--- config.mk ---
export PLATFORM = sky130hd
export DESIGN_NAME = arcade_glue_top
export DESIGN_NICKNAME = d
export VERILOG_FILES = /design/src/verilog/arcade_pkg.sv /design/src/verilog/key_decoder.sv /design/src/verilog/control_mapper.sv /design/src/verilog/rom_request_gen.sv /design/src/verilog/boot_reset.sv /design/src/verilog/arcade_glue_top.sv
export SDC_FILE = /design/constraint.sdc
export NUM_CORES = 1
export LEC_CHECK = 0
export ABC_AREA = 1
export BUFFER_PORTS_ARGS = -buffer_cell sky130_fd_sc_hd__buf_2
export CAP_MARGIN = 20
export CORE_ASPECT_RATIO = 0.8
export CORE_MARGIN = 2
export CORE_UTILIZATION = 35
export DETAILED_ROUTE_END_ITERATION = 7
export SYNTH_ARGS = -nofsm -noshare
export SYNTH_HDL_FRONTEND = slang
export SYNTH_HIERARCHICAL = 1
export SYNTH_SLANG_ARGS = --single-unit
--- constraint.sdc ---
create_clock -name clk_sys -period 2.45 [get_ports clk_sys]
set_input_delay 0.6125 -clock clk_sys [delete_from_list [all_inputs] [get_ports clk_sys]]
set_output_delay 0.6125 -clock clk_sys [all_outputs]
set_load 0.01 [all_outputs]
--- src/verilog/arcade_pkg.sv ---
// arcade glue shared types: key events, button set, joystick word, sdram port request
`default_nettype none

package arcade_pkg;

	// ======================================================================
	// keyboard side
	// ======================================================================

	// one scan-code event from the user io block
	typedef struct packed {
		logic       strobe;  // one cycle wide
		logic       pressed; // 1 = make, 0 = break
		logic [7:0] code;
	} key_event_t;

	// held button levels, also the mapped control set
	typedef struct packed {
		logic up;
		logic down;
		logic left;
		logic right;
		logic fire;
		logic coin;
		logic start1;
		logic start2;
		logic f;
		logic g;
		logic t;
	} buttons_t;

	// one joystick word as the io block packs it
	typedef struct packed {
		logic [2:0] spare; // bits 7..5, not used by this core
		logic       fire;  // bit 4
		logic       up;    // bit 3
		logic       down;  // bit 2
		logic       left;  // bit 1
		logic       right; // bit 0
	} joy_t;

	// ======================================================================
	// sdram side
	// ======================================================================

	// one port request, req toggles per access
	typedef struct packed {
		logic        req;
		logic [22:0] addr; // word address
		logic [1:0]  ds;   // {high lane, low lane}
		logic        we;
		logic [15:0] data;
	} mem_req_t;

	// ps/2 set 2 scan codes
	localparam logic [7:0] SC_F     = 8'h2B;
	localparam logic [7:0] SC_G     = 8'h34;
	localparam logic [7:0] SC_T     = 8'h2C;
	localparam logic [7:0] SC_UP    = 8'h75;
	localparam logic [7:0] SC_DOWN  = 8'h72;
	localparam logic [7:0] SC_LEFT  = 8'h6B;
	localparam logic [7:0] SC_RIGHT = 8'h74;
	localparam logic [7:0] SC_ESC   = 8'h76; // coin
	localparam logic [7:0] SC_F1    = 8'h05; // start 1
	localparam logic [7:0] SC_F2    = 8'h06; // start 2
	localparam logic [7:0] SC_SPACE = 8'h29; // fire

endpackage

`default_nettype wire

--- src/verilog/key_decoder.sv ---
// key decoder: turns scan-code make and break events into held button levels
`timescale 1ns/100ps
`default_nettype none

module key_decoder (
	input  wire                  clk_sys,
	input  wire                  arst_n,
	input  arcade_pkg::key_event_t key,
	output arcade_pkg::buttons_t   buttons
);

	// ======================================================================
	// button latches
	// ======================================================================

	always_ff @(posedge clk_sys or negedge arst_n) begin
		if (!arst_n) begin
			buttons <= '0;
		end else if (key.strobe) begin
			case (key.code)
				arcade_pkg::SC_F: begin
					buttons.f <= key.pressed;
				end
				arcade_pkg::SC_G: begin
					buttons.g <= key.pressed;
				end
				arcade_pkg::SC_T: begin
					buttons.t <= key.pressed;
				end
				arcade_pkg::SC_UP: begin
					buttons.up <= key.pressed;
				end
				arcade_pkg::SC_DOWN: begin
					buttons.down <= key.pressed;
				end
				arcade_pkg::SC_LEFT: begin
					buttons.left <= key.pressed;
				end
				arcade_pkg::SC_RIGHT: begin
					buttons.right <= key.pressed;
				end
				arcade_pkg::SC_ESC: begin
					buttons.coin <= key.pressed;   // coin slot
				end
				arcade_pkg::SC_F1: begin
					buttons.start1 <= key.pressed;
				end
				arcade_pkg::SC_F2: begin
					buttons.start2 <= key.pressed;
				end
				arcade_pkg::SC_SPACE: begin
					buttons.fire <= key.pressed;
				end
				default: begin
					// unmapped key, levels hold
				end
			endcase
		end
	end

	// an x on the code would silently latch into a random button
	a_code_known: assert property (
		@(posedge clk_sys) disable iff (!arst_n)
		key.strobe |-> !$isunknown(key.code)
	);

endmodule

`default_nettype wire

--- src/verilog/control_mapper.sv ---
// control mapper: merges keyboard and joysticks into player controls with optional rotation
`timescale 1ns/100ps
`default_nettype none

module control_mapper (
	input  wire                  clk_sys,
	input  wire                  arst_n,
	input  arcade_pkg::buttons_t buttons,
	input  arcade_pkg::joy_t     joy0,
	input  arcade_pkg::joy_t     joy1,
	input  wire                  rotate,
	output arcade_pkg::buttons_t controls
);

	logic any_up;
	logic any_down;
	logic any_left;
	logic any_right;
	arcade_pkg::buttons_t controls_nxt;

	// any source pressing a direction
	assign any_up    = buttons.up    | joy0.up    | joy1.up;
	assign any_down  = buttons.down  | joy0.down  | joy1.down;
	assign any_left  = buttons.left  | joy0.left  | joy1.left;
	assign any_right = buttons.right | joy0.right | joy1.right;

	always_comb begin
		controls_nxt = buttons; // coin, starts, f, g, t from keyboard
		if (!rotate) begin
			// monitor turned, so the stick is turned with it
			controls_nxt.up    = any_left;
			controls_nxt.down  = any_right;
			controls_nxt.left  = any_down;
			controls_nxt.right = any_up;
		end else begin
			controls_nxt.up    = any_up;
			controls_nxt.down  = any_down;
			controls_nxt.left  = any_left;
			controls_nxt.right = any_right;
		end
		controls_nxt.fire = buttons.fire | joy0.fire | joy1.fire;
	end

	// ======================================================================
	// output register
	// ======================================================================

	always_ff @(posedge clk_sys or negedge arst_n) begin
		if (!arst_n) begin
			controls <= '0;
		end else begin
			controls <= controls_nxt;
		end
	end

endmodule

`default_nettype wire

--- src/verilog/rom_request_gen.sv ---
// rom request generator: toggle requests for the cpu and sound rom sdram ports
`timescale 1ns/100ps
`default_nettype none

module rom_request_gen #(
	parameter int CPU_AW   = 16,
	parameter int SND_AW   = 14,
	parameter int SND_BASE = 32768
) (
	input  wire                  clk_sys,
	input  wire                  arst_n,
	input  wire                  dl_active,
	input  wire                  dl_wr,
	input  wire  [24:0]          dl_addr,
	input  wire  [7:0]           dl_data,
	input  wire  [CPU_AW-1:0]    cpu_rom_addr,
	input  wire                  cpu_rom_rd,
	input  wire  [SND_AW-1:0]    snd_rom_addr,
	input  wire                  snd_rom_rd,
	input  wire  [15:0]          port1_q,
	input  wire  [15:0]          port2_q,
	output arcade_pkg::mem_req_t port1,
	output arcade_pkg::mem_req_t port2,
	output logic [7:0]           cpu_rom_do,
	output logic [7:0]           snd_rom_do
);

	logic                 dl_wr_d;
	logic                 dl_write;      // rising dl_wr inside a download
	logic [22:0]          dl_word;
	logic [1:0]           dl_ds;
	logic [CPU_AW-2:0]    cpu_last;
	logic                 cpu_valid;
	logic                 cpu_new;
	logic [SND_AW-2:0]    snd_last;
	logic                 snd_valid;
	logic                 snd_new;
	arcade_pkg::mem_req_t port1_nxt;
	arcade_pkg::mem_req_t port2_nxt;

	// ======================================================================
	// request conditions
	// ======================================================================

	assign dl_write = dl_active & dl_wr & ~dl_wr_d;
	assign dl_word  = dl_addr[23:1];
	assign dl_ds    = {dl_addr[0], ~dl_addr[0]}; // odd byte -> high lane

	// a read only costs an sdram access when the word moves
	assign cpu_new = ~dl_active & cpu_rom_rd &
		(~cpu_valid | (cpu_last != cpu_rom_addr[CPU_AW-1:1]));
	assign snd_new = ~dl_active & snd_rom_rd &
		(~snd_valid | (snd_last != snd_rom_addr[SND_AW-1:1]));

	always_comb begin
		port1_nxt = port1;
		port2_nxt = port2;
		if (dl_write) begin
			port1_nxt.req  = ~port1.req;
			port1_nxt.addr = dl_word;
			port1_nxt.ds   = dl_ds;
			port1_nxt.we   = 1'b1;
			port1_nxt.data = {dl_data, dl_data};
			port2_nxt.req  = ~port2.req;
			port2_nxt.addr = dl_word - 23'(SND_BASE); // sound rom follows cpu rom
			port2_nxt.ds   = dl_ds;
			port2_nxt.we   = 1'b1;
			port2_nxt.data = {dl_data, dl_data};
		end else begin
			if (cpu_new) begin
				port1_nxt.req  = ~port1.req;
				port1_nxt.addr = {{(24-CPU_AW){1'b0}}, cpu_rom_addr[CPU_AW-1:1]};
				port1_nxt.ds   = 2'b11;
				port1_nxt.we   = 1'b0;
			end
			if (snd_new) begin
				port2_nxt.req  = ~port2.req;
				port2_nxt.addr = {{(24-SND_AW){1'b0}}, snd_rom_addr[SND_AW-1:1]};
				port2_nxt.ds   = 2'b11;
				port2_nxt.we   = 1'b0;
			end
		end
	end

	// ======================================================================
	// state
	// ======================================================================

	always_ff @(posedge clk_sys or negedge arst_n) begin
		if (!arst_n) begin
			dl_wr_d   <= 1'b0;
			cpu_valid <= 1'b0;
			snd_valid <= 1'b0;
			port1     <= '0;
			port2     <= '0;
		end else begin
			dl_wr_d <= dl_wr;
			port1   <= port1_nxt; // fields change together with req
			port2   <= port2_nxt;
			if (dl_active) begin
				cpu_valid <= 1'b0; // rom contents are changing
				snd_valid <= 1'b0;
			end else begin
				if (cpu_new) cpu_valid <= 1'b1;
				if (snd_new) snd_valid <= 1'b1;
			end
		end
	end

	always_ff @(posedge clk_sys) begin
		if (cpu_new) cpu_last <= cpu_rom_addr[CPU_AW-1:1];
		if (snd_new) snd_last <= snd_rom_addr[SND_AW-1:1];
	end

	// byte pick from the returned word
	assign cpu_rom_do = cpu_rom_addr[0] ? port1_q[15:8] : port1_q[7:0];
	assign snd_rom_do = snd_rom_addr[0] ? port2_q[15:8] : port2_q[7:0];

	// a stray toggle would start an sdram access nobody asked for
	a_port1_toggle: assert property (
		@(posedge clk_sys) disable iff (!arst_n)
		$changed(port1.req) |-> $past(dl_write | cpu_new)
	);
	a_port2_toggle: assert property (
		@(posedge clk_sys) disable iff (!arst_n)
		$changed(port2.req) |-> $past(dl_write | snd_new)
	);

endmodule

`default_nettype wire

--- src/verilog/boot_reset.sv ---
// boot reset: holds the core in reset until the rom download ends and on request
`timescale 1ns/100ps
`default_nettype none

module boot_reset (
	input  wire  clk_sys,
	input  wire  arst_n,
	input  wire  dl_active,
	input  wire  osd_reset,
	input  wire  btn_reset,
	output logic core_reset
);

	logic dl_active_d;
	logic rom_loaded;

	always_ff @(posedge clk_sys or negedge arst_n) begin
		if (!arst_n) begin
			dl_active_d <= 1'b0;
			rom_loaded  <= 1'b0;
			core_reset  <= 1'b1; // core held until a rom is in
		end else begin
			dl_active_d <= dl_active;
			if (dl_active_d & ~dl_active) begin
				rom_loaded <= 1'b1; // download just finished
			end
			core_reset <= osd_reset | btn_reset | ~rom_loaded;
		end
	end

	// the core must never run on an empty rom
	a_reset_until_loaded: assert property (
		@(posedge clk_sys) disable iff (!arst_n)
		!rom_loaded |-> core_reset
	);

endmodule

`default_nettype wire

--- src/verilog/arcade_glue_top.sv ---
// arcade glue top: controls, sdram rom requests and core reset for the arcade core
`timescale 1ns/100ps
`default_nettype none

module arcade_glue_top #(
	parameter int CPU_AW   = 16,    // cpu rom byte address bits
	parameter int SND_AW   = 14,    // sound rom byte address bits
	parameter int SND_BASE = 32768  // sound rom word offset in the stream
) (
	input  wire                    clk_sys,
	input  wire                    arst_n,
	input  arcade_pkg::key_event_t key,
	input  arcade_pkg::joy_t       joy0,
	input  arcade_pkg::joy_t       joy1,
	input  wire                    rotate,
	input  wire                    osd_reset,
	input  wire                    btn_reset,
	input  wire                    dl_active,
	input  wire                    dl_wr,
	input  wire  [24:0]            dl_addr,
	input  wire  [7:0]             dl_data,
	input  wire  [CPU_AW-1:0]      cpu_rom_addr,
	input  wire                    cpu_rom_rd,
	input  wire  [SND_AW-1:0]      snd_rom_addr,
	input  wire                    snd_rom_rd,
	input  wire  [15:0]            port1_q,
	input  wire  [15:0]            port2_q,
	output arcade_pkg::buttons_t   controls,
	output logic                   core_reset,
	output arcade_pkg::mem_req_t   port1,
	output arcade_pkg::mem_req_t   port2,
	output logic [7:0]             cpu_rom_do,
	output logic [7:0]             snd_rom_do
);

	arcade_pkg::buttons_t key_buttons;

	// ======================================================================
	// control path
	// ======================================================================

	key_decoder u_key_decoder (
		.clk_sys (clk_sys),
		.arst_n  (arst_n),
		.key     (key),
		.buttons (key_buttons)
	);

	control_mapper u_control_mapper (
		.clk_sys  (clk_sys),
		.arst_n   (arst_n),
		.buttons  (key_buttons),
		.joy0     (joy0),
		.joy1     (joy1),
		.rotate   (rotate),
		.controls (controls)
	);

	// ======================================================================
	// memory path and reset
	// ======================================================================

	rom_request_gen #(
		.CPU_AW   (CPU_AW),
		.SND_AW   (SND_AW),
		.SND_BASE (SND_BASE)
	) u_rom_request_gen (
		.clk_sys      (clk_sys),
		.arst_n       (arst_n),
		.dl_active    (dl_active),
		.dl_wr        (dl_wr),
		.dl_addr      (dl_addr),
		.dl_data      (dl_data),
		.cpu_rom_addr (cpu_rom_addr),
		.cpu_rom_rd   (cpu_rom_rd),
		.snd_rom_addr (snd_rom_addr),
		.snd_rom_rd   (snd_rom_rd),
		.port1_q      (port1_q),
		.port2_q      (port2_q),
		.port1        (port1),
		.port2        (port2),
		.cpu_rom_do   (cpu_rom_do),
		.snd_rom_do   (snd_rom_do)
	);

	boot_reset u_boot_reset (
		.clk_sys    (clk_sys),
		.arst_n     (arst_n),
		.dl_active  (dl_active),
		.osd_reset  (osd_reset),
		.btn_reset  (btn_reset),
		.core_reset (core_reset)
	);

endmodule

`default_nettype wire

# --- Word-level counts from Yosys, hierarchy flattened ---
# Index checks and enable logic that the tools add are counted.
classes:
  add_sub_neg: 1
  n_eq_ne: 13
  muxes: 11
  bitwise_logic: 29
  n_reduce_logical: 15
ops:
  columns: ["cell", "n"]
  rows:
  - ["two-way mux 27 bit", 4]
  - ["equality test 8 x 7 -> 1 bit, second input constant", 5]
  - ["equality test 8 x 6 -> 1 bit, second input constant", 4]
  - ["subtractor 23 x 16 -> 23 bit, second input constant", 1]
  - ["AND reduction 2 bit", 11]
  - ["equality test 8 x 3 -> 1 bit, second input constant", 2]
  - ["two-way mux 8 bit", 2]
  - ["inequality test 15 bit", 1]
  - ["OR 1 bit", 14]
  - ["inequality test 13 bit", 1]
  - ["inverter 1 bit", 8]
  - ["nonzero test 2 bit", 4]
  - ["bitwise AND 1 bit", 7]
  - ["two-way mux 1 bit", 4]
  - ["two-way mux 4 bit", 1]
totals:
  ff_bits: 126
  in_bits: 130
  out_inout_bits: 114
  word_cells: 108

# --- Logic depth before layout (Yosys ltp) ---
logic_depth:
  word_depth: 5
  ltp_mapped: 12
  ltp_nobuf: 11

# --- By module ---
# The synthesis kept the hierarchy.
modules_own_cells:
  columns: ["mod", "n_inst", "cells_per_inst", "area_per_inst_um2"]
  rows:
  - ["rom_request_gen", 1, 586, 4820.9]
  - ["key_decoder", 1, 100, 703.2]
  - ["control_mapper", 1, 39, 380.4]
  - ["boot_reset", 1, 9, 98.8]

# --- Least setup slack after synthesis ---
# No wires, ideal clock.
synth_path:
  path_kind: "input to register"
  start: "input port snd_rom_addr[10]"
  end: "register u_rom_request_gen.snd_last[0] (enable)"
  arrival_time_ns: 1.612
  t_required_ns: 2.101
  slack_ns: 0.489
  cell_stages: 9
  path_cell_list: "inv_1 or2_1 nand3_1 nor2_1 nand2_1 nand2_2 buf_6 buf_6 inv_1"
synth_via:
  elab_chain_cells: 3
synth_lines:
  columns: ["element", "line_no", "rtl"]
  rows:
  - ["start, declared", "arcade_glue_top.sv:24", "input wire [SND_AW-1:0] snd_rom_addr,"]
  - ["inequality test 13 bit", "rom_request_gen.sv:53", "(~snd_valid | (snd_last != snd_rom_addr[SND_AW-1:1]));"]
  - ["OR 1 bit", "rom_request_gen.sv:53", null]
  - ["bitwise AND 1 bit", "rom_request_gen.sv:52", "assign snd_new = ~dl_active & snd_rom_rd &"]
  - ["named net u_rom_request_gen.snd_new", "rom_request_gen.sv:37", "logic snd_new;"]
  - ["end signal, assigned", "rom_request_gen.sv:112", "if (snd_new) snd_last <= snd_rom_addr[SND_AW-1:1];"]
  - ["end, declared", "rom_request_gen.sv:35", "logic [SND_AW-2:0] snd_last;"]
# The timed path passes the listed nets, and every way through them passes these cells.
# A chain may end at the register's enable or synchronous reset.

# --- Final worst setup path ---
layout_path:
  start: "input port cpu_rom_addr[0]"
  end: "output port cpu_rom_do[4]"
layout_via:
  elab_chain_cells: 1
layout_lines:
  columns: ["element", "line_no", "rtl"]
  rows:
  - ["start, declared", "arcade_glue_top.sv:22", "input wire [CPU_AW-1:0] cpu_rom_addr,"]
  - ["two-way mux 8 bit", "rom_request_gen.sv:116", "assign cpu_rom_do = cpu_rom_addr[0] ? port1_q[15:8] : port1_q[7:0];"]
  - ["end, declared", "arcade_glue_top.sv:32", "output logic [7:0] cpu_rom_do,"]
# Every way passes these cells.

==> impl_metrics.yaml <==
grt:
  grtUsageMet3_pct: 5.11
  grt_max_degree: 43
  use_met1_pct: 27.6
  grt_pass1_vias: 4911
  gr-usage-met2_pct: 26.2
  grt.total_usage_pct: 18.6
  grt.overflow.total: 0
  busiest_layer: "met1"
  grt_antenna_before_repair: 0
  grt_pass1_wl_um: 25700
worst_setup_path:
  cp_cell_sequence: "buf_2 > mux2_2 > buf_2"
  r2r_start: "u_rom_request_gen/snd_last[9]"
  crit_path_top_delay_cell: "mux2_2"
  crit_arrival_ps: 1300
  cp-end-kind: "output port"
  crit_path_frequent_cell: "buf_2"
  startpoint_type: "input pin"
  crit_start: "cpu_rom_addr[0]"
  path_max_fanout: 8
  ff2ff_path_depth: 6
  r2r-end: "u_rom_request_gen/snd_last[4]"
  r2r_slack_ps: 780
  crit_required_ps: 1840
  slowest_delay_ps: 360
  crit_type: "input pin to output port"
yosys:
  avgSynthCellArea_um2: 8.18
  synth_area_leaders: "dfrtp_1, nand2_1, edfxtp_1"
  synth.distinct_cells: 28
  yosys.area.top_type_share_pct: 37.1
  synth-seq-cells: 118
  ys_seq_area_share_pct: 51.5
  syn_area_um2: 6000
  synth_cells: 734
  synth_nets: 865
  async_flop_share_pct: 76.3
  synth_edf_count: 28
  ys.flop_type: "dfrtp_1"
  ys_warn_count: 6
  yosys.area.top_type: "dfrtp_1"
floorplan:
  initial_core_util_pct: 36.0
  core_um2: 16700
  row_count: 42
  die_area_um2: 18200
  boundaryPins: 244
  die_y_um: 121
  die_w_um: 150
finish:
  nNetsFinal: 1082
  layout_common_cells: "nand2_1, buf_2, dfrtp_1"
  final_common_cell: "nand2_1"
  fillers: 1672
  syn_to_final_growth_pct: 30.1
  design_area_um2: 7810
  antennaDiodeCount: 0
  fin_cells: 1184
  drive_gt1_share_pct: 33.6
power_and_ir_drop:
  p_sw_share_pct: 27.2
  p_int_uw: 4190
  switching_power_uw: 1570
  power_density_nw_per_um2: 738
  power.total_uw: 5760
  combinationalPowerShare_pct: 16.7
  peakVddDrop_mv: 0.468
  clkPwrFrac_pct: 42.8
  power_frac_seq_pct: 40.5
  power.leakage_uw: 0.00439
sta:
  finalWorstSetupSlack_ps: 534
  tightest_slew_ps: 512
  tns_ps: 0
  fin_worst_skew_ps: 5.61
  finalCriticalPeriod_ps: 1920
  fmax_mhz: 522
  finalMaxSlewViolations: 0
  rsz0062_at_grt: "false"
  finalCritPeriodShare_pct: 78.2
  maxSlewHeadroom_pct: 65.8
  hold_viol_final: 0
  setup_violations: 0
routing:
  avgRoutedWirePerCell_um: 14.1
  drtAntennaViolNets: 0
  drt_iter0_drc: 258
  drc: 0
  drt_pass1_iterations: 4
  drt_wl_total_um: 16700
  vias: 5359
  viasPerCell: 4.53
cts:
  clkTransAtPathRegs_ps: 50
  clkSinkCount: 118
  cts.repair.resized: 0
  holdBufCountCts: 0
  clock_latency_ps: 410
  h-tree-depth: 4
  cts_made_buffers: 17
  cts_setup_buffers: 0
  root_buffer: "clkbuf_16"
  cts_tree: "done"
  clockBufferDepth: 2
placed_design:
  dp_hpwl_um: 12600
  place_inst: 1152
  dp_slack_ps: 394
  place.gp.congestion: 0.810
  dpl_cell_area_um2: 7220
  port_buffers: 236
hold_path:
  hp-class: "input pin to async pin"
flow_run:
  maxCapViolCount: 0
outcome:
  outcome: "finished, final reports clean"
layer usage:
| layer | vias to the layer above | wire length [um] |
|---|---|---|
| met1 | 2513 | 8140 |
| met4 | 0 | 202 |
| met2 | 123 | 7340 |
| met5 | - | 0 |
| li1 | 2706 | - |
| met3 | 17 | 994 |
how the worst max path moves through the flow:
stage | cells after the start | slack (ps) | endpoint
global route | 3 | 490 | cpu_rom_do[4]
CTS | 3 | 530 | cpu_rom_do[4]
floorplan | 9 | 490 | u_rom_request_gen/snd_last[0]
global placement | 7 | 420 | u_rom_request_gen/port2[18]
detailed placement | 8 | 390 | u_rom_request_gen/snd_last[2]
finish | 3 | 530 | cpu_rom_do[4]
through the flow:
step	hold slack, ps	util, %
floorplan	317	-
global placement	362	43.3
detailed placement	371	43.3
CTS	104	46.9
global route	110	46.9
finish	110	46.9
cells by family (layout without fill, tap and decap cells):
family                   Yosys count  after routing  share of synthesized area [%]
multiplexers                      16             16                           3.00
adder cells (fa/ha/maj)            1              1                          0.208
buffers and inverters            140            370                           11.7
flip-flops                       118            118                           51.5
AND/OR/NAND/NOR                  419            419                           30.3
AO/OA/AOI/OAI                     40             40                           3.33
worst max-delay path, delay by kind of cell:
kind                   cells  cell delay, ps
multiplexers               1             360
buffers and inverters      2             320
flip-flops by register name, summed over array words and instances (netlist names):
name,count
u_rom_request_gen/port1,27
u_rom_request_gen/dl_wr_d,1
u_rom_request_gen/snd_last,13
u_boot_reset/rom_loaded,1
u_rom_request_gen/port2,35
u_control_mapper/controls,11
u_boot_reset/dl_active_d,1
u_rom_request_gen/cpu_last,15
u_rom_request_gen/snd_valid,1
u_rom_request_gen/cpu_valid,1
u_boot_reset/core_reset,1
u_key_decoder/buttons,11
power groups by stage:
stage               combinational, uW  clock (uW)  sequential, uW
floorplan                         506           0            2430
global placement                  967           0            2360
CTS                               979        2520            2330
finish                            964        2470            2330
detailed placement                975           0            2370
global route                     1090        2630            2360
synth_stat cells (7+ instances only):
| cell type | number |
|---|---|
| nand2_1 | 284 |
| dfrtp_1 | 89 |
| inv_1 | 88 |
| nand3_1 | 58 |
| nor2_1 | 37 |
| o21ai_0 | 33 |
| edfxtp_1 | 28 |
| buf_4 | 26 |
| mux2_2 | 16 |
| nand3_2 | 11 |
| buf_2 | 9 |
| nand4_1 | 8 |
| buf_6 | 7 |
| nand2_2 | 7 |
cell type report:
class                      count  area, um2  share of cell area (%)
clock inverter                 7       65.1                   0.833
sequential                   118       3090                    39.6
tap                          220        275                    3.53
clock buffer                  25        527                    6.75
multi-input combinational    476       2210                    28.3
inverter                      90        338                    4.33
timing repair buffer         248       1300                    16.6
Note: power is estimated with default switching activity, not from simulation.
